## config.mk

```make
export PLATFORM = sky130hd
export DESIGN_NAME = eeprom_master
export DESIGN_NICKNAME = d
export VERILOG_FILES = /design/src/verilog/eeprom_pkg.sv /design/src/verilog/eeprom_req_capture.sv /design/src/verilog/eeprom_sequencer.sv /design/src/verilog/eeprom_bit_engine.sv /design/src/verilog/eeprom_bus_driver.sv /design/src/verilog/eeprom_master.sv
export SDC_FILE = /design/constraint.sdc
export NUM_CORES = 1
export LEC_CHECK = 0
export BUFFER_PORTS_ARGS = -buffer_cell sky130_fd_sc_hd__clkbuf_2
export CAP_MARGIN = 15
export CELL_PAD_IN_SITES_DETAIL_PLACEMENT = 1
export CELL_PAD_IN_SITES_GLOBAL_PLACEMENT = 2
export CORE_MARGIN = 2
export CORE_UTILIZATION = 43
export CTS_BUF_LIST = sky130_fd_sc_hd__clkbuf_4
export DETAILED_ROUTE_END_ITERATION = 8
export GPL_TIMING_DRIVEN = 0
export PLACE_DENSITY_LB_ADDON = 0.1
export SYNTH_ARGS = -nofsm -noshare
export SYNTH_HDL_FRONTEND = slang
export SYNTH_SLANG_ARGS = --single-unit
```

## constraint.sdc

```tcl
create_clock -name CLK -period 6.55 [get_ports CLK]
set_input_delay 0.9825 -clock CLK [delete_from_list [all_inputs] [get_ports CLK]]
set_output_delay 0.9825 -clock CLK [all_outputs]
set_load 0.1 [all_outputs]
```

## src/verilog/eeprom_pkg.sv

```systemverilog
// Shared types and constants for the two-wire EEPROM master.
// Modules refer to these by scoped name, e.g. eeprom_pkg::req_t.

package eeprom_pkg;

    localparam int ADDR_W = 11;    // 2 KiB byte address space
    localparam int DATA_W = 8;

    // fixed upper nibble of every control byte
    localparam logic [3:0] DEVICE_CODE = 4'b1010;

    typedef logic [ADDR_W-1:0] addr_t;
    typedef logic [DATA_W-1:0] data_t;

    // one host request, held stable for the whole transaction
    typedef struct packed {
        logic  is_read;
        addr_t addr;
        data_t wr_data;    // ignored for reads
    } req_t;

    typedef enum logic [1:0] {
        OP_START,
        OP_STOP,
        OP_TX_BYTE,    // 8 bits out plus released ack slot
        OP_RX_BYTE     // 8 bits in plus released ack slot
    } bus_op_t;

    typedef enum logic [3:0] {
        IDLE,
        START,
        CTRL_WR,
        ADDR,
        DATA_WR,
        RESTART,
        CTRL_RD,
        DATA_RD,
        STOP,
        FINISH
    } seq_state_t;

    // one-cycle strobes at fixed points of the SCL period
    typedef struct packed {
        logic low_mid;     // middle of low half, sda may change
        logic rise;        // last cycle before scl rises
        logic high_mid;    // middle of high half, sda sampled
        logic fall;        // last cycle before scl falls
    } scl_tick_t;

endpackage

```

## src/verilog/eeprom_req_capture.sv

```systemverilog
// Holds one host write or read request until the bus transaction ends.
// Strobes are only looked at while nothing is pending.

`timescale 1ns/1ps

module eeprom_req_capture (
    input  logic               clk,
    input  logic               reset,
    input  logic               wr,
    input  logic               rd,
    input  eeprom_pkg::addr_t  addr,
    input  eeprom_pkg::data_t  wr_data,
    input  logic               finish,
    output logic               req_valid,
    output eeprom_pkg::req_t   req
);

    logic take;    // accept a strobe this cycle

    assign take = !req_valid && (wr || rd);

    always_ff @(posedge clk)
    begin
        if (reset)
        begin
            req_valid <= 1'b0;
        end
        else if (take)
        begin
            req_valid <= 1'b1;
        end
        else if (finish)
        begin
            req_valid <= 1'b0;    // free for the next strobe
        end
    end

    // request payload, loaded only when a strobe is accepted
    always_ff @(posedge clk)
    begin
        if (take)
        begin
            req.is_read <= !wr;    // write wins when both are high
            req.addr    <= addr;
            req.wr_data <= wr_data;
        end
    end

endmodule

```

## src/verilog/eeprom_sequencer.sv

```systemverilog
// Transaction FSM. Walks the write or random read sequence, handing one
// bus operation at a time to the bit engine, and keeps the last read byte.

`timescale 1ns/1ps

module eeprom_sequencer (
    input  logic                 clk,
    input  logic                 reset,
    input  logic                 req_valid,
    input  eeprom_pkg::req_t     req,
    output logic                 op_go,
    output eeprom_pkg::bus_op_t  op,
    output eeprom_pkg::data_t    tx_byte,
    input  logic                 op_done,
    input  eeprom_pkg::data_t    rx_byte,
    output logic                 bus_run,
    output logic                 finish,
    output eeprom_pkg::data_t    rd_data
);

    eeprom_pkg::seq_state_t state;
    eeprom_pkg::seq_state_t next_state;
    eeprom_pkg::data_t      ctrl_wr;
    eeprom_pkg::data_t      ctrl_rd;

    // device code, block bits a10..a8, r/w bit
    assign ctrl_wr = {eeprom_pkg::DEVICE_CODE, req.addr[eeprom_pkg::ADDR_W-1:8], 1'b0};
    assign ctrl_rd = {eeprom_pkg::DEVICE_CODE, req.addr[eeprom_pkg::ADDR_W-1:8], 1'b1};

    assign finish = (state == eeprom_pkg::FINISH);

    always_comb
    begin
        next_state = state;
        case (state)
            eeprom_pkg::IDLE:    if (req_valid) next_state = eeprom_pkg::START;
            eeprom_pkg::START:   if (op_done) next_state = eeprom_pkg::CTRL_WR;
            eeprom_pkg::CTRL_WR: if (op_done) next_state = eeprom_pkg::ADDR;
            eeprom_pkg::ADDR:
            begin
                if (op_done)
                    next_state = req.is_read ? eeprom_pkg::RESTART : eeprom_pkg::DATA_WR;
            end
            eeprom_pkg::DATA_WR: if (op_done) next_state = eeprom_pkg::STOP;
            eeprom_pkg::RESTART: if (op_done) next_state = eeprom_pkg::CTRL_RD;
            eeprom_pkg::CTRL_RD: if (op_done) next_state = eeprom_pkg::DATA_RD;
            eeprom_pkg::DATA_RD: if (op_done) next_state = eeprom_pkg::STOP;
            eeprom_pkg::STOP:    if (op_done) next_state = eeprom_pkg::FINISH;
            default:             next_state = eeprom_pkg::IDLE;    // FINISH lasts one cycle
        endcase
    end

    always_ff @(posedge clk)
    begin
        if (reset)
        begin
            state   <= eeprom_pkg::IDLE;
            op_go   <= 1'b0;
            bus_run <= 1'b0;
            rd_data <= '0;
        end
        else
        begin
            state <= next_state;
            // every state change into an op state launches its operation
            op_go <= (next_state != state) && (next_state != eeprom_pkg::IDLE)
                     && (next_state != eeprom_pkg::FINISH);
            // scl starts one cycle after the start op is handed over
            bus_run <= (state != eeprom_pkg::IDLE) && (state != eeprom_pkg::FINISH)
                       && !((state == eeprom_pkg::STOP) && op_done);
            if ((state == eeprom_pkg::DATA_RD) && op_done)
                rd_data <= rx_byte;
        end
    end

    // operation and byte for the state being entered
    always_ff @(posedge clk)
    begin
        case (next_state)
            eeprom_pkg::START,
            eeprom_pkg::RESTART: op <= eeprom_pkg::OP_START;
            eeprom_pkg::CTRL_WR:
            begin
                op      <= eeprom_pkg::OP_TX_BYTE;
                tx_byte <= ctrl_wr;
            end
            eeprom_pkg::ADDR:
            begin
                op      <= eeprom_pkg::OP_TX_BYTE;
                tx_byte <= req.addr[7:0];    // low address byte
            end
            eeprom_pkg::DATA_WR:
            begin
                op      <= eeprom_pkg::OP_TX_BYTE;
                tx_byte <= req.wr_data;
            end
            eeprom_pkg::CTRL_RD:
            begin
                op      <= eeprom_pkg::OP_TX_BYTE;
                tx_byte <= ctrl_rd;
            end
            eeprom_pkg::DATA_RD: op <= eeprom_pkg::OP_RX_BYTE;
            eeprom_pkg::STOP:    op <= eeprom_pkg::OP_STOP;
            default:             op <= op;
        endcase
    end

endmodule

```

## src/verilog/eeprom_bit_engine.sv

```systemverilog
// Runs one bus operation (start, stop, byte out, byte in) on the SCL
// phase ticks. SDA is set on low_mid and sampled on high_mid; start and
// stop move SDA on high_mid instead. op_done comes on the final high_mid.

`timescale 1ns/1ps

module eeprom_bit_engine (
    input  logic                   clk,
    input  logic                   reset,
    input  logic                   op_go,
    input  eeprom_pkg::bus_op_t    op,
    input  eeprom_pkg::data_t      tx_byte,
    input  eeprom_pkg::scl_tick_t  tick,
    input  logic                   sda_in,
    output logic                   sda_next,
    output logic                   sda_drive,
    output logic                   op_done,
    output eeprom_pkg::data_t      rx_byte
);

    localparam logic [3:0] ACK_SLOT = 4'd8;    // ninth bit of every byte

    logic                active;
    eeprom_pkg::bus_op_t cur_op;
    logic [3:0]          bit_cnt;
    eeprom_pkg::data_t   shift_reg;
    logic                last_phase;
    logic                data_bit;    // one of the 8 data bits, not the ack

    assign data_bit   = (bit_cnt != ACK_SLOT);
    assign last_phase = (cur_op == eeprom_pkg::OP_START) || (cur_op == eeprom_pkg::OP_STOP)
                        || !data_bit;
    assign op_done    = active && tick.high_mid && last_phase;
    assign rx_byte    = shift_reg;

    always_ff @(posedge clk)
    begin
        if (reset)
        begin
            active    <= 1'b0;
            cur_op    <= eeprom_pkg::OP_START;
            bit_cnt   <= '0;
            sda_next  <= 1'b1;
            sda_drive <= 1'b0;    // line released, pulled high
        end
        else if (op_go)
        begin
            active  <= 1'b1;
            cur_op  <= op;
            bit_cnt <= '0;
        end
        else if (active && tick.low_mid)
        begin
            case (cur_op)
                eeprom_pkg::OP_START:
                begin
                    sda_drive <= 1'b1;    // sda high before a repeated start
                    sda_next  <= 1'b1;
                end
                eeprom_pkg::OP_STOP:
                begin
                    sda_drive <= 1'b1;    // low so it can rise with scl high
                    sda_next  <= 1'b0;
                end
                eeprom_pkg::OP_TX_BYTE:
                begin
                    sda_drive <= data_bit;    // let go for the ack slot
                    sda_next  <= shift_reg[eeprom_pkg::DATA_W-1];
                end
                default:
                begin
                    sda_drive <= 1'b0;    // slave drives data, master does not ack
                end
            endcase
        end
        else if (active && tick.high_mid)
        begin
            case (cur_op)
                eeprom_pkg::OP_START:
                begin
                    sda_drive <= 1'b1;    // falling sda with scl high
                    sda_next  <= 1'b0;
                end
                eeprom_pkg::OP_STOP:
                begin
                    sda_drive <= 1'b0;    // release, pull-up gives the rising edge
                    sda_next  <= 1'b1;
                end
                default:
                begin
                    if (data_bit)
                        bit_cnt <= bit_cnt + 1'b1;
                end
            endcase
            if (last_phase)
                active <= 1'b0;
        end
    end

    // byte shifter, msb first both ways
    always_ff @(posedge clk)
    begin
        if (op_go)
            shift_reg <= tx_byte;
        else if (active && data_bit && tick.low_mid && (cur_op == eeprom_pkg::OP_TX_BYTE))
            shift_reg <= {shift_reg[eeprom_pkg::DATA_W-2:0], 1'b0};
        else if (active && data_bit && tick.high_mid && (cur_op == eeprom_pkg::OP_RX_BYTE))
            shift_reg <= {shift_reg[eeprom_pkg::DATA_W-2:0], sda_in};
    end

endmodule

```

## src/verilog/eeprom_bus_driver.sv

```systemverilog
// SCL generator and SDA pin registers. SCL runs only while bus_run is high
// and starts with a high half; it rests high otherwise.
// SCL_HALF_CYCLES is the half period in CLK cycles, at least 2.

`timescale 1ns/1ps

module eeprom_bus_driver #(
    parameter int SCL_HALF_CYCLES = 4
) (
    input  logic                   clk,
    input  logic                   reset,
    input  logic                   bus_run,
    input  logic                   sda_next,
    input  logic                   sda_drive,
    output eeprom_pkg::scl_tick_t  tick,
    output logic                   scl,
    output logic                   sda_out,
    output logic                   sda_oe,
    input  logic                   sda_in,
    output logic                   sda_sampled
);

    localparam int CNT_W = $clog2(SCL_HALF_CYCLES);
    localparam logic [CNT_W-1:0] MID  = CNT_W'((SCL_HALF_CYCLES - 1) / 2);
    localparam logic [CNT_W-1:0] LAST = CNT_W'(SCL_HALF_CYCLES - 1);

    logic [CNT_W-1:0] half_cnt;    // position inside the current half

    always_comb
    begin
        tick.low_mid  = bus_run && !scl && (half_cnt == MID);
        tick.rise     = bus_run && !scl && (half_cnt == LAST);
        tick.high_mid = bus_run && scl && (half_cnt == MID);
        tick.fall     = bus_run && scl && (half_cnt == LAST);
    end

    always_ff @(posedge clk)
    begin
        if (reset)
        begin
            half_cnt <= '0;
            scl      <= 1'b1;
            sda_out  <= 1'b1;
            sda_oe   <= 1'b0;
        end
        else
        begin
            if (!bus_run)
            begin
                half_cnt <= '0;    // park with scl high
                scl      <= 1'b1;
            end
            else if (tick.rise || tick.fall)
            begin
                half_cnt <= '0;
                scl      <= ~scl;
            end
            else
            begin
                half_cnt <= half_cnt + 1'b1;
            end
            sda_out <= sda_next;
            sda_oe  <= sda_drive;
        end
    end

    always_ff @(posedge clk)
    begin
        sda_sampled <= sda_in;    // one register on the pad input
    end

endmodule

```

## src/verilog/eeprom_master.sv

```systemverilog
// Top level of the two-wire EEPROM master. A host strobes wr or rd with
// addr and wr_data; done pulses once the bus transaction has finished and
// rd_data then holds the byte read. busy is high while a request is held.

`timescale 1ns/1ps

module eeprom_master #(
    parameter int SCL_HALF_CYCLES = 4
) (
    input  logic               CLK,
    input  logic               RESET,
    input  logic               wr,
    input  logic               rd,
    input  eeprom_pkg::addr_t  addr,
    input  eeprom_pkg::data_t  wr_data,
    output eeprom_pkg::data_t  rd_data,
    output logic               done,
    output logic               busy,
    output logic               scl,
    output logic               sda_out,
    output logic               sda_oe,
    input  logic               sda_in
);

    logic                  req_valid;
    eeprom_pkg::req_t      req;
    logic                  finish;
    logic                  op_go;
    eeprom_pkg::bus_op_t   op;
    eeprom_pkg::data_t     tx_byte;
    logic                  op_done;
    eeprom_pkg::data_t     rx_byte;
    logic                  bus_run;
    eeprom_pkg::scl_tick_t tick;
    logic                  sda_next;
    logic                  sda_drive;
    logic                  sda_sampled;

    assign done = finish;
    assign busy = req_valid;

    eeprom_req_capture req_capture_i (
        .clk(CLK), .reset(RESET), .wr(wr), .rd(rd), .addr(addr), .wr_data(wr_data),
        .finish(finish), .req_valid(req_valid), .req(req)
    );

    eeprom_sequencer sequencer_i (
        .clk(CLK), .reset(RESET), .req_valid(req_valid), .req(req),
        .op_go(op_go), .op(op), .tx_byte(tx_byte), .op_done(op_done), .rx_byte(rx_byte),
        .bus_run(bus_run), .finish(finish), .rd_data(rd_data)
    );

    eeprom_bit_engine bit_engine_i (
        .clk(CLK), .reset(RESET), .op_go(op_go), .op(op), .tx_byte(tx_byte), .tick(tick),
        .sda_in(sda_sampled), .sda_next(sda_next), .sda_drive(sda_drive),
        .op_done(op_done), .rx_byte(rx_byte)
    );

    eeprom_bus_driver #(
        .SCL_HALF_CYCLES(SCL_HALF_CYCLES)
    ) bus_driver_i (
        .clk(CLK), .reset(RESET), .bus_run(bus_run), .sda_next(sda_next),
        .sda_drive(sda_drive), .tick(tick), .scl(scl), .sda_out(sda_out),
        .sda_oe(sda_oe), .sda_in(sda_in), .sda_sampled(sda_sampled)
    );

endmodule

```

---- After elaboration in Yosys (flattened, before gate mapping) ----
Cells that the tools add are included.
operators by class
  add/subtract/negate cells ............... 2
  equality and inequality tests ........... 27
  multiplexer cells ....................... 29
  bitwise logic cells ..................... 5
  reduce and logical (&&, ||, !) cells .... 54
operators by type and width
  cell                                                 count
  equality test 4 x 3 -> 1 bit, second input constant  8
  two-way mux 4 bit                                    8
  one-hot mux 4 bit (8 select lines)                   1
  one-hot mux 8 bit (4 select lines)                   1
  two-way mux 8 bit                                    3
  logical AND 1 bit                                    21
  equality test 4 x 2 -> 1 bit, second input constant  4
  nonzero test 4 bit                                   4
  equality test 4 bit, second input constant           3
  != test 4 bit, second input constant                 3
  two-way mux 1 bit                                    11
  OR reduction 2 bit                                   5
  nonzero test 3 bit                                   3
  equality test 4 x 1 -> 1 bit, second input constant  2
  one-hot mux 2 bit (4 select lines)                   1
  AND reduction 4 bit                                  2
  nonzero test 2 bit                                   4
  equality test 2 bit, second input constant           3
  one-hot mux 1 bit (2 select lines)                   3
  AND reduction 3 bit                                  2
  zero test 1 bit                                      5
  NOT 1 bit                                            5
  adder 4 x 1 -> 4 bit, second input constant          1
  equality test 2 x 1 -> 1 bit, second input constant  2
  other kinds (9)                                      12
storage, ports and cells
  bits in registers ....................... 68
  word-level logic and storage cells ...... 138

---- Logic depth before layout (Yosys ltp) ----
  depth after elaboration ................. 9
  depth in mapped cells ................... 9

---- By module ----
Synthesis repeated with hierarchy kept, for this count alone.
second synthesis, totals
  cell total of the unflattened synthesis .. 258
  area total of the unflattened synthesis .. 3,006.6 um2
by module, submodules not included
  module              times used  cells each  area each (um2)  seq. area each (um2)
  eeprom_sequencer    1           126         1,232.4          580.6
  eeprom_bit_engine   1           84          899.6            420.4
  eeprom_req_capture  1           26          654.4            620.6
  eeprom_bus_driver   1           22          220.2            120.1

---- Worst setup path after synthesis ----
No wires, ideal clock.
  path type ............................... register to register
  start point ............................. register bus_driver_i.scl
  end point ............................... register sequencer_i.tx_byte[2] (data pin)
  setup time .............................. 0.268 ns
  arrival time ............................ 2.496 ns
  required time ........................... 6.282 ns
  slack ................................... 3.786 ns
  cell stages (with the launch flop) ...... 9
  buffers on the path ..................... 2
  clock period less this slack ............ 2.764 ns
  path through ............................ dfxtp_1 buf_4 and4_1 o21ai_1 mux2_2 a2111o_1 buf_6 o22ai_1 a31oi_1
between the ends
  longest elaborated chain between the ends .. 8
  elaborated cells between the ends (all ways) .. 17
  classes of those cells .................. eq/ne: 4; mux: 9; reduce/logical: 4
ends and longest elaborated chain
  what                                                                          line                     source
  from (decl)                                                                   eeprom_bus_driver.sv:16  output logic scl,
  from (signal assigned)                                                        eeprom_bus_driver.sv:56  scl <= ~scl;
  logical AND 1 bit (*) (2 in series)                                           eeprom_bus_driver.sv:33  tick.high_mid = bus_run && scl && (half_cnt == MID);
  logical AND 1 bit (*) (2 in series)                                           eeprom_bit_engine.sv:33  assign op_done = active && tick.high_mid && last_phase;
  two-way mux 4 bit, or another cell as far along                               eeprom_sequencer.sv:48   eeprom_pkg::STOP: if (op_done) next_state = eeprom_pkg::FINISH;
  one-hot mux 4 bit (8 select lines) (*)                                        eeprom_sequencer.sv:35   case (state)
  equality test 4 x 3 -> 1 bit or equality test 4 x 2 -> 1 bit (tied branches)  eeprom_sequencer.sv:79   case (next_state)
  one-hot mux 8 bit (4 select lines) (*)                                        eeprom_sequencer.sv:79
  to (signal assigned)                                                          eeprom_sequencer.sv:85   tx_byte <= ctrl_wr;
  to (signal assigned)                                                          eeprom_sequencer.sv:90   tx_byte <= req.addr[7:0];
  to (signal assigned)                                                          eeprom_sequencer.sv:95   tx_byte <= req.wr_data;
  to (decl)                                                                     eeprom_sequencer.sv:13   output eeprom_pkg::data_t tx_byte,
Every way passes the cells marked *; elsewhere a longest branch is shown, timed or not.
A chain may end at the register's enable or synchronous reset.

---- Worst setup path after layout ----
  start point ............................. register sequencer_i.state[1]
  end point ............................... output done
between the ends
  longest elaborated chain between the ends .. 1
ends and longest elaborated chain
  what                    line                    source
  from (decl)             eeprom_sequencer.sv:21  eeprom_pkg::seq_state_t state;
  from (signal assigned)  eeprom_sequencer.sv:57  state <= eeprom_pkg::IDLE;
  from (signal assigned)  eeprom_sequencer.sv:64  state <= next_state;
  equality test 4 bit     eeprom_sequencer.sv:30  assign finish = (state == eeprom_pkg::FINISH);
  to (decl)               eeprom_master.sv:17     output logic done,
Every way passes these cells.

==> results.md <==
- Max-cap viol count: 0
- Status: finished clean
- Main combinational cell family by area after synthesis: simple AND/OR/NAND/NOR gates
- Combinational share of power: 0.060
- Internal power: 567 uW
- DP Worst Slack: 3.95 ns
- Remaining antenna violation count: 0
- FF-to-FF Start: bit_engine_i.bit_cnt[0]
- CP top delay family: buffers and inverters
- Syn Inst Count: 257
- Maximum ir drop on the vdd rail: 117 uV
- Clock sink total: 68
- TritonCTS clock tree: built
- Mean routed wirelength per cell: 15.8 um
- Die X: 86.6 um
- Unrepaired setup endpoints after global routing: false
- Post-Synth XOR/XNOR Area: 0.0179
- HP Class: reg2reg
- Finish-stage setup viols: 0
- Worst Tran Pin Value: 0.908 ns
- Fin crit share: 0.470
- Vias: 2029
- Crit-path max FO: 10
- WP data required: 5.57 ns
- Die height: 86.6 um
- CTS resizes: 0
- Normalized max-slew margin: 0.394
- Post-synthesis compound-gate area fraction: 0.111
- I/O Buffers: 35
- Fin Setup TNS: 0 ns
- Data arrival, critical path: 2.10 ns
- First-pass GRT wire length: 10500 um
- Fmax: 0.325 GHz
- Setup Crit Path Kind: reg2out
- Row count: 30
- Tmin final: 3.08 ns
- Mapped cell area: 0.00294 mm2
- Sw Share: 0.265
- Main synth FF type: edfxtp_1
- H-Tree Depth: 3
- Root Driver: clkbuf_4
- Leak: 0.00122 uW
- First drt pass iteration count: 4
- Die ar.: 0.00750 mm2
- Post-synth EDFFs: 38
- Clock share of power: 0.326
- # Post-CTS Setup Buffers: 0
- Remaining global-route overflow: 0
- Crit path largest cell delay: 0.46 ns
- Fin nets: 331
- Post-synthesis simple-gate area fraction: 0.145
- Hold buffers post-CTS: 0
- Antenna diode count: 0
- PwrDens: 231 mW/mm2
- Sequential share of the synthesized area: 0.593
- Post-synthesis async set-or-reset flop share: 0
- Detailed Route Iter0 Violations: 57
- Max Slew Vio Count: 0
- Clk_skew: 0.0129 ns
- Crit path capture type: output port
- Setup crit start: sequencer_i.state[1]
- Adder-cell share of the synthesized area: 0.0171
- WP buf/inv: 3
- Portion of netlist area occupied by mux cells: 0.0682
- Syn nets: 285
- P_sw: 204 uW
- Clock Path Buffers: 2
- Crit path cell chain: buf_2 > buf_1 > nor2_1 > and3_1 > clkbuf_2
- Core Footprint: 0.00668 mm2
- Syn Area/Cell: 11.4 um2
- Crit-path slowest cell: clkbuf_2
- Final setup margin: 3.47 ns
- Vias in the first global route: 2054
- Initial Util: 0.439
- Yosys warnings: 0
- DRC violations left: 0
- IO Count: 37
- Synthesis-to-finish area growth: 13.8%
- Clock slew at reported path FFs: 0.13 ns
- Layout cells sized above 1: 0.240
- Min-delay src: bus_driver_i.half_cnt[0]
- Via density: 5.23
- Pin count of the biggest net entering global routing: 21
- Hpwl dp: 4450 um
- Reg power frac: 0.614
- Distinct cell type count after synthesis: 52
- Final wirelength: 6130 um
- CTS Buf Count: 9
- Initial antenna violation count: 0
- Gr usage total: 0.185
- Flops & latches, synth: 68
- CP startpoint kind: flip-flop
- Final Hold Fails: 0
- RePlAce Congestion: 0.786
- Clock latency on the worst-skew pair: 0.42 ns
[cells in the final DEF, fill, tap and decap left out, drive strengths merged, types with 2 or more instances in the layout]
| master | count |
|---|---|
| xnor2 | 4 |
| nand4 | 3 |
| or2 | 2 |
| mux2i | 11 |
| nor3 | 9 |
| o32ai | 2 |
| xor2 | 2 |
| mux2 | 8 |
| o22ai | 4 |
| inv | 18 |
| nand2b | 3 |
| a21o | 2 |
| nor2 | 27 |
| clkinv | 2 |
| clkbuf | 51 |
| edfxtp | 38 |
| dfxtp | 30 |
| a21oi | 10 |
| o22a | 2 |
| nand3b | 2 |
| buf | 9 |
| a22oi | 2 |
| a31oi | 4 |
| nand2 | 16 |
| and2 | 2 |
| and3 | 4 |
| nand3 | 5 |
| clkinvlp | 2 |
| o21ai | 10 |
| ha | 4 |
| a211oi | 3 |
[sequential cells by signal, summed over array words and instances (netlist names), 2 cells and up]
signal and cells:
bit_engine_i.bit_cnt 4, bit_engine_i.cur_op 2, bit_engine_i.rx_byte 8, bus_driver_i.half_cnt 2, req_capture_i.req 20, sequencer_i.op 2
sequencer_i.rd_data 8, sequencer_i.state 4, sequencer_i.tx_byte 8
[cell type report]
cell class / count / area (um2)
repair buffers: 35 / 175
flip-flops and latches: 68 / 1740
multi-input cells: 158 / 1060
fillers: 738 / 3340
clock buffers: 9 / 67.6
clock inverters: 7 / 58.8
inverters: 15 / 56.3
plain buffers: 16 / 82.6
well taps: 80 / 100
[stage by stage]
step	area [um2]	utilization	hold slack (ns)	total power, uW	std cells
2_1_floorplan	2940	-	0.411	512	257
3_3_place_gp	3210	0.481	0.438	529	372
3_5_place_dp	3210	0.481	0.447	530	372
4_1_cts	3340	0.500	0.473	780	388
5_1_grt	3340	0.500	0.494	807	388
6_report	3340	0.500	0.469	771	388
[per-layer routing]
| layer | vias to the layer above | wire [um] | global-route usage | part of all wire |
|---|---|---|---|---|
| li1 | 1024 | - | - | - |
| met4 | 0 | 68 | 0.0469 | 0.011 |
| met5 | - | 0 | 0 | 0 |
| met2 | 30 | 2920 | 0.283 | 0.48 |
| met3 | 7 | 212 | 0.0610 | 0.035 |
| met1 | 968 | 2930 | 0.254 | 0.48 |
[kinds of logic (layout without fill, tap and decap cells)]
| group | count (synthesis) | in the layout |
|---|---|---|
| AO/OA/AOI/OAI | 48 | 48 |
| XOR/XNOR | 6 | 6 |
| adder cells (fa/ha/maj) | 4 | 4 |
| buffers and inverters | 31 | 82 |
| flip-flops | 68 | 68 |
| multiplexers | 19 | 19 |
| AND/OR/NAND/NOR | 81 | 81 |
[final timing paths]
check	depth (start not counted)	slack, ns	to
max reg2reg	9	3.93	sequencer_i.tx_byte[3]
min reg2reg	1	0.47	bus_driver_i.half_cnt[0]
max	5	3.47	done
min	1	0.47	bus_driver_i.half_cnt[0]
[power by group through the flow]
stage               clock [uW]  sequential [uW]  combinational, uW
floorplan                    0              484               27.7
global placement             0              483               45.9
detailed placement           0              484               46.8
CTS                        259              474               46.9
global route               279              476               52.4
finish                     251              474               46.3
[cell usage after synthesis (all sizes together), types with 2 or more instances]
master,count,area share
nor2,27,0.035
nor3,9,0.019
o21ai,10,0.017
o22ai,4,0.0085
a21oi,10,0.017
nand2b,3,0.0064
a31oi,4,0.0085
dfxtp,30,0.20
nand3,5,0.0085
and2,2,0.0043
or2,2,0.0043
mux2,8,0.031
nand3b,2,0.0051
a211oi,3,0.0094
xor2,2,0.0060
xnor2,4,0.012
buf,9,0.019
o22a,2,0.0060
ha,4,0.017
clkbuf,7,0.0090
mux2i,11,0.038
nand2,16,0.020
a21o,2,0.0051
and3,4,0.0085
edfxtp,38,0.39
a22oi,2,0.0051
inv,15,0.019
o32ai,2,0.0060
nand4,3,0.0064
Note: power is estimated with default switching activity, not from simulation.
